--- config.mk ---
export PLATFORM = sky130hd
export DESIGN_NAME = posit_adder
export DESIGN_NICKNAME = d
export VERILOG_FILES = /design/src/posit_pkg.sv /design/src/pd_if.sv /design/src/posit_adder.sv /design/src/posit_add_norm.sv /design/src/posit_add_align.sv /design/src/posit_add_flow.sv
export VERILOG_INCLUDE_DIRS = /design/src
export SDC_FILE = /design/constraint.sdc
export NUM_CORES = 1
export LEC_CHECK = 0
export BUFFER_PORTS_ARGS = -buffer_cell sky130_fd_sc_hd__buf_2
export CAP_MARGIN = 20
export CORE_UTILIZATION = 60
export DETAILED_ROUTE_END_ITERATION = 10
export PLACE_DENSITY = 0.79
export SYNTH_ARGS = -nofsm -noshare
export SYNTH_HDL_FRONTEND = slang
export SYNTH_HIERARCHICAL = 1
export SYNTH_SLANG_ARGS = --single-unit
--- constraint.sdc ---
create_clock -name clk -period 8.2 [get_ports clk]
set_input_delay 0.82 -clock clk [delete_from_list [all_inputs] [get_ports clk]]
set_output_delay 0.82 -clock clk [all_outputs]
set_load 0.05 [all_outputs]
--- src/posit_params.svh ---
`ifndef POSIT_PARAMS_SVH
`define POSIT_PARAMS_SVH

// posit format, 8 bits with es 0
`define POSIT_W     8
`define POSIT_ES    0
`define SCALE_W     5
`define FRAC_W      (`POSIT_W - 3 - `POSIT_ES)

// hidden bit, fraction, guard/round/sticky
`define SIG_W       (`FRAC_W + 4)
`define SUM_W       (`SIG_W + 1)
`define LOD_W       4
`define MAX_SCALE   ((`POSIT_W - 2) << `POSIT_ES)
`define PIPE_STAGES 3

`endif
--- src/posit_pkg.sv ---
`include "posit_params.svh"

package posit_pkg;

    typedef logic signed [`SCALE_W-1:0] scale_t;
    typedef logic [`FRAC_W-1:0]         frac_t;

    // aligned significand and its sum with one carry bit
    typedef logic [`SIG_W-1:0]          sig_t;
    typedef logic [`SUM_W-1:0]          sum_t;

    // decoded posit
    // guard/round/sticky only carry information on a result
    typedef struct packed {
        logic   sign;
        logic   zero;
        logic   nar;
        scale_t scale;
        frac_t  frac;
        logic   guard;
        logic   round;
        logic   sticky;
    } pd_t;

endpackage

--- src/pd_if.sv ---
`timescale 1ns/1ps

interface pd_if;
    import posit_pkg::*;

    logic   sign;
    logic   zero;
    logic   nar;
    scale_t scale;
    frac_t  frac;
    logic   guard;
    logic   round;
    logic   sticky;

    modport source (
        output sign, zero, nar, scale, frac, guard, round, sticky
    );

    modport sink (
        input sign, zero, nar, scale, frac, guard, round, sticky
    );

endinterface

--- src/posit_adder.sv ---
`timescale 1ns/1ps
`include "posit_params.svh"

module posit_adder (
    input  logic              clk,
    input  logic              rst_n,
    input  logic              in_valid,
    output logic              in_ready,
    input  logic              a_sign,
    input  logic              a_zero,
    input  logic              a_nar,
    input  posit_pkg::scale_t a_scale,
    input  posit_pkg::frac_t  a_frac,
    input  logic              b_sign,
    input  logic              b_zero,
    input  logic              b_nar,
    input  posit_pkg::scale_t b_scale,
    input  posit_pkg::frac_t  b_frac,
    output logic              out_valid,
    input  logic              out_ready,
    output logic              out_sign,
    output logic              out_zero,
    output logic              out_nar,
    output posit_pkg::scale_t out_scale,
    output posit_pkg::frac_t  out_frac,
    output logic              out_guard,
    output logic              out_round,
    output logic              out_sticky
);
    import posit_pkg::*;

    pd_t                     a_pd;
    pd_t                     b_pd;
    logic [`PIPE_STAGES-1:0] stage_en;
    sig_t                    large_sig;
    sig_t                    small_sig;
    scale_t                  large_scale;
    logic                    large_sign;
    logic                    effective_add;
    logic                    saturate;
    logic                    s2_nar;
    logic                    s2_a_zero;
    logic                    s2_b_zero;

    pd_if op_a ();
    pd_if op_b ();
    pd_if res ();

    // operands have no rounding bits yet
    assign a_pd = '{sign: a_sign, zero: a_zero, nar: a_nar, scale: a_scale, frac: a_frac,
                    guard: 1'b0, round: 1'b0, sticky: 1'b0};
    assign b_pd = '{sign: b_sign, zero: b_zero, nar: b_nar, scale: b_scale, frac: b_frac,
                    guard: 1'b0, round: 1'b0, sticky: 1'b0};

    posit_add_flow flow_i (
        .clk       (clk),
        .rst_n     (rst_n),
        .in_valid  (in_valid),
        .in_ready  (in_ready),
        .out_ready (out_ready),
        .a_in      (a_pd),
        .b_in      (b_pd),
        .op_a      (op_a),
        .op_b      (op_b),
        .stage_en  (stage_en),
        .out_valid (out_valid)
    );

    posit_add_align align_i (
        .clk           (clk),
        .rst_n         (rst_n),
        .stage_en      (stage_en[0]),
        .op_a          (op_a),
        .op_b          (op_b),
        .large_sig     (large_sig),
        .small_sig     (small_sig),
        .large_scale   (large_scale),
        .large_sign    (large_sign),
        .effective_add (effective_add),
        .saturate      (saturate),
        .nar           (s2_nar),
        .a_zero        (s2_a_zero),
        .b_zero        (s2_b_zero)
    );

    posit_add_norm norm_i (
        .clk           (clk),
        .rst_n         (rst_n),
        .stage_en      (stage_en[2:1]),
        .large_sig     (large_sig),
        .small_sig     (small_sig),
        .large_scale   (large_scale),
        .large_sign    (large_sign),
        .effective_add (effective_add),
        .saturate      (saturate),
        .nar           (s2_nar),
        .a_zero        (s2_a_zero),
        .b_zero        (s2_b_zero),
        .res           (res)
    );

    assign out_sign   = res.sign;
    assign out_zero   = res.zero;
    assign out_nar    = res.nar;
    assign out_scale  = res.scale;
    assign out_frac   = res.frac;
    assign out_guard  = res.guard;
    assign out_round  = res.round;
    assign out_sticky = res.sticky;

endmodule

--- src/posit_add_norm.sv ---
`timescale 1ns/1ps
`include "posit_params.svh"

module posit_add_norm (
    input  logic              clk,
    input  logic              rst_n,
    // bit 0 loads stage 2, bit 1 loads stage 3
    input  logic [1:0]        stage_en,
    input  posit_pkg::sig_t   large_sig,
    input  posit_pkg::sig_t   small_sig,
    input  posit_pkg::scale_t large_scale,
    input  logic              large_sign,
    input  logic              effective_add,
    input  logic              saturate,
    input  logic              nar,
    input  logic              a_zero,
    input  logic              b_zero,
    pd_if.source              res
);
    import posit_pkg::*;

    sig_t              l_sig_r;
    sig_t              s_sig_r;
    scale_t            l_scale_r;
    logic              l_sign_r;
    logic              add_r;
    logic              sat_r;
    logic              nar_r;
    logic              both_zero_r;
    sum_t              sum;
    sum_t              norm_sum;
    logic [`LOD_W-1:0] lod_pos;
    logic [`LOD_W-1:0] norm_shift;
    scale_t            final_scale;
    pd_t               res_next;
    pd_t               res_r;

    //////////////////////////////
    // stage 2 register
    //////////////////////////////

    always_ff @(posedge clk or negedge rst_n) begin
        if (!rst_n) begin
            l_sig_r     <= '0;
            s_sig_r     <= '0;
            l_scale_r   <= '0;
            l_sign_r    <= 1'b0;
            add_r       <= 1'b0;
            sat_r       <= 1'b0;
            nar_r       <= 1'b0;
            both_zero_r <= 1'b0;
        end else if (stage_en[0]) begin
            l_sig_r     <= large_sig;
            s_sig_r     <= small_sig;
            l_scale_r   <= large_scale;
            l_sign_r    <= large_sign;
            add_r       <= effective_add;
            sat_r       <= saturate;
            nar_r       <= nar;
            both_zero_r <= a_zero & b_zero;
        end
    end

    // large >= small, so the difference never goes negative
    assign sum = add_r ? sum_t'(l_sig_r) + sum_t'(s_sig_r)
                       : sum_t'(l_sig_r) - sum_t'(s_sig_r);

    // leading one position
    always_comb begin
        lod_pos = '0;
        for (int i = 0; i < `SUM_W; i++) begin
            if (sum[i]) lod_pos = `LOD_W'(i);
        end
    end

    assign norm_shift = `LOD_W'(`SUM_W - 2) - lod_pos;
    // hidden bit ends up just above the top
    assign norm_sum   = sum << (`LOD_W'(`SUM_W) - lod_pos);

    always_comb begin
        if (sum[`SUM_W-1]) begin
            final_scale = sat_r ? l_scale_r : l_scale_r + scale_t'(1);
        end else if (!sum[`SUM_W-2]) begin
            final_scale = l_scale_r - scale_t'(norm_shift);
        end else begin
            final_scale = l_scale_r;
        end
    end

    always_comb begin
        res_next.sign   = l_sign_r;
        res_next.zero   = both_zero_r | (sum == '0);
        res_next.nar    = nar_r;
        res_next.scale  = final_scale;
        res_next.frac   = norm_sum[`SUM_W-1 -: `FRAC_W];
        res_next.guard  = norm_sum[`SUM_W-1-`FRAC_W];
        res_next.round  = norm_sum[`SUM_W-2-`FRAC_W];
        res_next.sticky = |norm_sum[`SUM_W-3-`FRAC_W:0];
    end

    //////////////////////////////
    // stage 3 register
    //////////////////////////////

    always_ff @(posedge clk or negedge rst_n) begin
        if (!rst_n) begin
            res_r <= '0;
        end else if (stage_en[1]) begin
            res_r <= res_next;
        end
    end

    assign res.sign   = res_r.sign;
    assign res.zero   = res_r.zero;
    assign res.nar    = res_r.nar;
    assign res.scale  = res_r.scale;
    assign res.frac   = res_r.frac;
    assign res.guard  = res_r.guard;
    assign res.round  = res_r.round;
    assign res.sticky = res_r.sticky;

endmodule

--- src/posit_add_align.sv ---
`timescale 1ns/1ps
`include "posit_params.svh"

module posit_add_align (
    input  logic              clk,
    input  logic              rst_n,
    input  logic              stage_en,
    pd_if.sink                op_a,
    pd_if.sink                op_b,
    output posit_pkg::sig_t   large_sig,
    output posit_pkg::sig_t   small_sig,
    output posit_pkg::scale_t large_scale,
    output logic              large_sign,
    output logic              effective_add,
    output logic              saturate,
    output logic              nar,
    output logic              a_zero,
    output logic              b_zero
);
    import posit_pkg::*;

    pd_t                 a_r;
    pd_t                 b_r;
    logic                a_large;
    pd_t                 l_op;
    pd_t                 s_op;
    sig_t                small_base;
    sig_t                shifted;
    sig_t                lost_mask;
    logic signed [`SCALE_W:0] scale_diff;
    logic [`SCALE_W:0]   shift_amt;

    //////////////////////////////
    // stage 1 register
    //////////////////////////////

    always_ff @(posedge clk or negedge rst_n) begin
        if (!rst_n) begin
            a_r <= '0;
            b_r <= '0;
        end else if (stage_en) begin
            a_r <= {op_a.sign, op_a.zero, op_a.nar, op_a.scale, op_a.frac,
                    op_a.guard, op_a.round, op_a.sticky};
            b_r <= {op_b.sign, op_b.zero, op_b.nar, op_b.scale, op_b.frac,
                    op_b.guard, op_b.round, op_b.sticky};
        end
    end

    // zero is always the smaller one, ties go to a
    always_comb begin
        if (b_r.zero) begin
            a_large = 1'b1;
        end else if (a_r.zero) begin
            a_large = 1'b0;
        end else if (a_r.scale != b_r.scale) begin
            a_large = a_r.scale > b_r.scale;
        end else begin
            a_large = a_r.frac >= b_r.frac;
        end
    end

    assign l_op = a_large ? a_r : b_r;
    assign s_op = a_large ? b_r : a_r;

    // sticky right shift of the small significand
    assign small_base = {~s_op.zero, s_op.frac, {(`SIG_W - `FRAC_W - 1){1'b0}}};
    assign scale_diff = l_op.scale - s_op.scale;
    assign shift_amt  = scale_diff;
    assign shifted    = small_base >> shift_amt;
    assign lost_mask  = ~({`SIG_W{1'b1}} << shift_amt);

    assign small_sig   = {shifted[`SIG_W-1:1], shifted[0] | (|(small_base & lost_mask))};
    assign large_sig   = {~l_op.zero, l_op.frac, {(`SIG_W - `FRAC_W - 1){1'b0}}};
    assign large_scale = l_op.scale;
    assign large_sign  = l_op.sign;

    assign effective_add = a_r.sign == b_r.sign;
    // both at the top of the range, a carry must not grow the scale
    assign saturate = (a_r.scale == `MAX_SCALE) && (b_r.scale == `MAX_SCALE);
    assign nar      = a_r.nar | b_r.nar;
    assign a_zero   = a_r.zero;
    assign b_zero   = b_r.zero;

endmodule

--- src/posit_add_flow.sv ---
`timescale 1ns/1ps
`include "posit_params.svh"

module posit_add_flow (
    input  logic                    clk,
    input  logic                    rst_n,
    input  logic                    in_valid,
    output logic                    in_ready,
    input  logic                    out_ready,
    input  posit_pkg::pd_t          a_in,
    input  posit_pkg::pd_t          b_in,
    pd_if.source                    op_a,
    pd_if.source                    op_b,
    output logic [`PIPE_STAGES-1:0] stage_en,
    output logic                    out_valid
);
    import posit_pkg::*;

    logic                    process_en;
    logic                    receive_en;
    logic                    skid_full;
    pd_t                     skid_a;
    pd_t                     skid_b;
    pd_t                     sel_a;
    pd_t                     sel_b;
    logic [`PIPE_STAGES-1:0] stage_valid;

    // pipeline moves when the output is taken or empty
    assign process_en = out_ready | ~out_valid;
    assign receive_en = in_valid & in_ready;

    //////////////////////////////
    // input side and skid register
    //////////////////////////////

    always_ff @(posedge clk or negedge rst_n) begin
        if (!rst_n) begin
            in_ready  <= 1'b0;
            skid_full <= 1'b0;
        end else begin
            in_ready <= process_en;
            // a pair taken during a stall waits here
            if (receive_en && !process_en) begin
                skid_full <= 1'b1;
            end else if (process_en) begin
                skid_full <= 1'b0;
            end
        end
    end

    always_ff @(posedge clk) begin
        if (receive_en && !process_en) begin
            skid_a <= a_in;
            skid_b <= b_in;
        end
    end

    // held pair goes first
    assign sel_a = skid_full ? skid_a : a_in;
    assign sel_b = skid_full ? skid_b : b_in;

    assign op_a.sign   = sel_a.sign;
    assign op_a.zero   = sel_a.zero;
    assign op_a.nar    = sel_a.nar;
    assign op_a.scale  = sel_a.scale;
    assign op_a.frac   = sel_a.frac;
    assign op_a.guard  = sel_a.guard;
    assign op_a.round  = sel_a.round;
    assign op_a.sticky = sel_a.sticky;

    assign op_b.sign   = sel_b.sign;
    assign op_b.zero   = sel_b.zero;
    assign op_b.nar    = sel_b.nar;
    assign op_b.scale  = sel_b.scale;
    assign op_b.frac   = sel_b.frac;
    assign op_b.guard  = sel_b.guard;
    assign op_b.round  = sel_b.round;
    assign op_b.sticky = sel_b.sticky;

    //////////////////////////////
    // stage valid chain
    //////////////////////////////

    assign stage_en[0] = process_en & (receive_en | skid_full);
    assign stage_en[`PIPE_STAGES-1:1] =
        {(`PIPE_STAGES-1){process_en}} & stage_valid[`PIPE_STAGES-2:0];

    // while flowing each stage takes its predecessor, empty or not
    always_ff @(posedge clk or negedge rst_n) begin
        if (!rst_n) begin
            stage_valid <= '0;
        end else if (process_en) begin
            stage_valid[0] <= receive_en | skid_full;
            stage_valid[`PIPE_STAGES-1:1] <= stage_valid[`PIPE_STAGES-2:0];
        end
    end

    assign out_valid = stage_valid[`PIPE_STAGES-1];

endmodule

# ---- Yosys cells after proc, flatten, opt, wreduce, memory -nomap -nowiden
# Cells that the tools add are included.
# Widths: inputs -> output; s select.
dict set report totals {
  rom_bits 0
  inputBits 30
  latch_bits 0
  reg_bits 104
  out_inout_bits 18
  ram_bits 0
  elab_cells 104
  memories 0
}
dict set report op_classes {
  n_mux 22
  n_lt_le_gt_ge 2
  mul 0
  n_eq_ne 4
  bitwise_logic 14
  div 0
  n_reduce_logical 7
  addsub 7
  shift 3
}
# op n
set ops {}
lappend ops {{$mux 16} 3}
lappend ops {{$mux 15} 1}
lappend ops {{$mux 5} 3}
lappend ops {{$mux 3} 4}
lappend ops {{$add 9x9->10} 1}
lappend ops {{$eq 5x4->1 const B} 2}
lappend ops {{$logic_not 10->1} 1}
lappend ops {{$mux 10} 1}
lappend ops {{$shl 10x4->10} 1}
lappend ops {{$sub 9x9->10} 1}
lappend ops {{$and 9x9->9} 1}
lappend ops {{$not 9->9} 1}
lappend ops {{$reduce_or 9->1} 1}
lappend ops {{$shl 9x6->9 const A} 1}
lappend ops {{$shr 9x6->9} 1}
lappend ops {{$mux 4} 2}
lappend ops {{$sub 4x4->4 const A} 2}
lappend ops {{$mux 1} 6}
lappend ops {{$sub 5x5->6} 1}
lappend ops {{$add 5x2->5 const B} 1}
lappend ops {{$ge 5x5->1} 1}
lappend ops {{$gt 5x5->1} 1}
lappend ops {{$ne 5x5->1} 1}
lappend ops {{$or 1x1->1} 5}
lappend ops {{10 further kinds} 16}

# ---- Depth between registers and ports, before layout
dict set report depth {
  word_depth 15
  mapped_depth 22
  mapped_depth_nobuf 20
}

# ---- Cells and area by module
# Netlist, hierarchy kept.
# mod cells_per_inst seq_area_each_um2 area_each_um2 n_inst
set modules_own_cells {}
lappend modules_own_cells {posit_add_norm 332 1101.1 3213.1 1}
lappend modules_own_cells {posit_add_align 231 650.6 2219.6 1}
lappend modules_own_cells {posit_add_flow 87 1086.0 1726.7 1}
lappend modules_own_cells {posit_adder 1 0.0 3.8 1}

# ---- Least setup slack after synthesis
# OpenSTA, ideal clock, no wires.
dict set report synth_timing {
  path_type {flip-flop to flip-flop}
  from {reg norm_i.s_sig_r[2]}
  to {reg norm_i.res_r (netlist bit norm_i/res.scale[4])}
  setup_time_ns 0.125
  n_path_buf 0
  arrival_ns 4.543
  path_stages_with_launch 19
  t_required_ns 8.075
  setup_slack_ns 3.532
  cell_sequence {dfrtp_1 > nor4_1 > nor2b_1 > a21oi_1 > xor2_1 > ha_1 > and4_1 > a221o_4 > xnor2_4 > nand2b_1 > a31o_2 > ha_1 > fa_1 > nor2b_1 > o21ai_0 > nor4b_1 > a41oi_1 > xnor2_1 > mux2_2}
}
dict set report synth_via {
  elab_chain_len 14
  elab_cells_between_ends 15
  classes_between {4 x add/sub; 11 x mux}
}
# element line
set synth_lines {}
lappend synth_lines {{start: declaration} posit_add_norm.sv:23} ;# sig_t s_sig_r;
lappend synth_lines {{start signal: assignment} posit_add_norm.sv:54} ;# s_sig_r <= small_sig;
lappend synth_lines {{$sub 9x9->10 or $add 9x9->10 (tied branches)} {posit_add_norm.sv:66, posit_add_norm.sv:65}}
lappend synth_lines {{$mux 10 *} posit_add_norm.sv:65} ;# assign sum = add_r ? sum_t'(l_sig_r) + sum_t'(s_sig_r)
lappend synth_lines {{$mux 2 (2 in series)} posit_add_norm.sv:72} ;# if (sum[i]) lod_pos = `LOD_W'(i);
lappend synth_lines {{$mux 3 (4 in series)} posit_add_norm.sv:72}
lappend synth_lines {{$mux 4 (2 in series)} posit_add_norm.sv:72}
lappend synth_lines {{$sub 4x4->4 (no source line)} n/a}
lappend synth_lines {{$sub 5x5->5} posit_add_norm.sv:84} ;# final_scale = l_scale_r - scale_t'(norm_shift);
lappend synth_lines {{$mux 5} posit_add_norm.sv:83} ;# end else if (!sum[`SUM_W-2]) begin
lappend synth_lines {{$mux 5 *} posit_add_norm.sv:81} ;# if (sum[`SUM_W-1]) begin
lappend synth_lines {{end signal: assignment} posit_add_norm.sv:109} ;# res_r <= res_next;
lappend synth_lines {{end: declaration} posit_add_norm.sv:36} ;# pd_t res_r;
# Every way passes the cells marked *; elsewhere a longest branch is shown, timed or not.
# A chain may end at the register's enable or synchronous reset.

# ---- Worst setup path in the final report
dict set report layout_timing {
  from {reg norm_i.s_sig_r[2]}
  to {reg norm_i.res_r (netlist bit norm_i/res.scale[3])}
}
# Same word-level chain as after synthesis.

==> reports/qor.txt <==
FMAX -> 176 MHz
Launching point of the worst reg2reg path -> norm_i/s_sig_r[2]
Count of buffers from port buffering -> 47
Worst Hold Class -> flop to flop
Crit-path slowest cell -> ha_1
Mapped Cells -> 638
Setup CP Type -> flop to flop
1st-pass router iterations -> 5
Hold Path End -> norm_i/res.sticky
Worst slew margin -> 37.6%
DP Wirelength -> 10600 um
Initial antenna violation count -> 0
Vias post-DR -> 5001
RSZ-0062 raised after global routing -> no
Fin Clk Skew -> 0.0108 ns
H-tree Lvls -> 3
Area post-placement -> 7120 sq um
Mapped Area -> 6890 sq um
Hold depth -> 1
Final GP Congestion -> 0.874
Crit share post-route -> 69.2%
Final Cell Area -> 7440 sq um
Reg clk slew, reported paths -> 0.07 ns
Final core occ -> 67.4%
Final Slew Violations -> 0
Boundary Pins -> 48
Crit path DAT -> 5.91 ns
FILL cells -> 838
Slew of the pin with the lowest slew margin -> 0.935 ns
Die height -> 109 um
TritonCTS Buffers -> 9
Root Driver -> clkbuf_16
Largest net degree at the start of global routing -> 76
Nets -> 731
Reg-to-reg slack, setup -> 2.53 ns
Clock Path Buffers -> 2
Worst hold start -> norm_i/res.sticky
Routed WL -> 14300 um
Area growth syn-to-layout -> 7.90%
Min cycle time layout -> 5.67 ns
Die area -> 11900 sq um
Hold Vio Cnt, Final -> 0
Clock tree sinks -> 101
DRT antenna net count -> 0
Core area -> 11000 sq um
Num rows -> 38
Yosys warnings -> 6
Final Worst Setup Slack -> 2.53 ns
Cell Chain, Critical Path -> nor4_1 > nor2b_1 > a21oi_1 > xor2_1 > ha_1 > and4_1 > a221o_4 > xnor2_4 > nand2b_1 > a31o_2 > ha_1 > clkinv_1 > ha_1 > a21o_1 > a21oi_1 > xnor2_1 > nor2_1 > a21oi_1 > mux2_2
Initial Utilization -> 62.5%
Overflow after GRT -> 0
WL per Instance -> 17.5 um
Worst Path Required -> 8.44 ns
Max-Cap Viols -> 0
CTS tree -> built
Iteration-0 DRC Markers -> 371
Die X -> 109 um
Global-route wire length before repair -> 23700 um
Vias in the first global route -> 4953
Fin Setup TNS -> 0 ns
Post-CTS Setup Inserts -> 0
Reg2reg end -> norm_i/res.scale[3]
Status -> finished clean
CTS resizes -> 0
Final setup viols -> 0
Share of cells above drive strength 1 -> 28.0%
# diodes -> 0
Total track usage -> 25.7%
Worst setup EP type -> flop
Routed vias/inst -> 6.14
Setup Slack @ Placement -> 2.64 ns
Setup crit start kind -> flop
Remaining DRCs -> 0
Hold-fix buffers at CTS -> 0
Mean post-synth cell area -> 10.8 sq um
Worst R2R Path Depth -> 19
CP max FO -> 15
Clock Latency Late Sink -> 0.35 ns
Max incr delay on CP -> 0.61 ns
[placed cells by master, fill, tap and decap left out, types with 3 or more instances in the layout]
cell,instances
a21oi_2,4
mux2_4,26
nor2_1,32
conb_1,3
o2bb2ai_1,4
ha_1,29
or2_2,5
a21oi_1,24
o2111ai_1,5
o21ai_0,45
a211o_1,3
a31oi_1,5
clkinv_1,3
o22ai_1,4
xnor2_1,7
inv_1,32
nor3b_1,5
and2_1,7
a21o_1,7
edfxtp_1,26
xor2_1,12
nor2b_1,5
buf_2,46
o21a_1,3
a22oi_1,4
nand3_1,12
buf_4,5
nor3_1,12
dfrtp_1,75
a211oi_1,3
mux2i_1,16
mux2_2,49
clkbuf_16,9
nand2_1,48
nand2b_1,11
[worst max-delay path by stage]
stage	startpoint	endpoint	slack, ns	cells past startpoint
floorplan	norm_i/s_sig_r[2]	norm_i/res.scale[4]	3.53	18
global placement	norm_i/s_sig_r[2]	norm_i/res.scale[3]	2.94	19
detailed placement	norm_i/s_sig_r[2]	norm_i/res.scale[3]	2.64	19
CTS	norm_i/s_sig_r[2]	norm_i/res.scale[3]	2.61	19
global route	norm_i/s_sig_r[2]	norm_i/res.scale[3]	2.21	19
finish	norm_i/s_sig_r[2]	norm_i/res.scale[3]	2.53	19
[final cells by class]
| cell class | count | area [sq um] | share of cell area [%] |
|---|---|---|---|
| Clock buffer | 10 | 229 | 3.08 |
| Clock inverter | 6 | 92.6 | 1.24 |
| Inverter | 35 | 131 | 1.77 |
| Multi-Input combinational cell | 471 | 3870 | 52.0 |
| Sequential cell | 101 | 2660 | 35.7 |
| Tap cell | 140 | 175 | 2.36 |
| Timing Repair Buffer | 52 | 283 | 3.80 |
[flip-flops by register name, indices dropped and copies added, names as in the netlist, 3 cells and up]
signal              count
flow_i/skid_b          13
norm_i/l_sig_r          9
flow_i/stage_valid      3
norm_i/res.scale        5
flow_i/skid_a          13
norm_i/s_sig_r          9
align_i/a_r            12
norm_i/res.frac         5
norm_i/l_scale_r        5
align_i/b_r            12
[per-layer routing]
| layer | vias up | routed length, um | global-route usage (%) |
|---|---|---|---|
| li1 | 2403 | - | - |
| met1 | 2451 | 6210 | 32.5 |
| met2 | 118 | 7080 | 42.7 |
| met3 | 29 | 533 | 5.50 |
| met4 | 0 | 429 | 10.4 |
| met5 | - | 0 | 0 |
[worst max-delay path, delay by kind of cell (launching register included)]
family / cells / cell delay [ns]
AND/OR/NAND/NOR: 5 / 1.34
XOR/XNOR: 3 / 0.57
AO/OA/AOI/OAI: 6 / 1.23
buffers and inverters: 1 / 0.36
flip-flops: 1 / 0.45
multiplexers: 1 / 0.26
adder cells (fa/ha/maj): 3 / 1.36
[metrics by stage]
| step | instances | hold slack (ns) |
|---|---|---|
| floorplan | 640 | 0.449 |
| global placement | 798 | 0.469 |
| detailed placement | 799 | 0.473 |
| CTS | 815 | 0.495 |
| global route | 815 | 0.504 |
| finish | 815 | 0.488 |
Power is left out: the tool's default activity adds up to more than one toggle a clock period on the data nets, which glitch-free logic cannot reach.
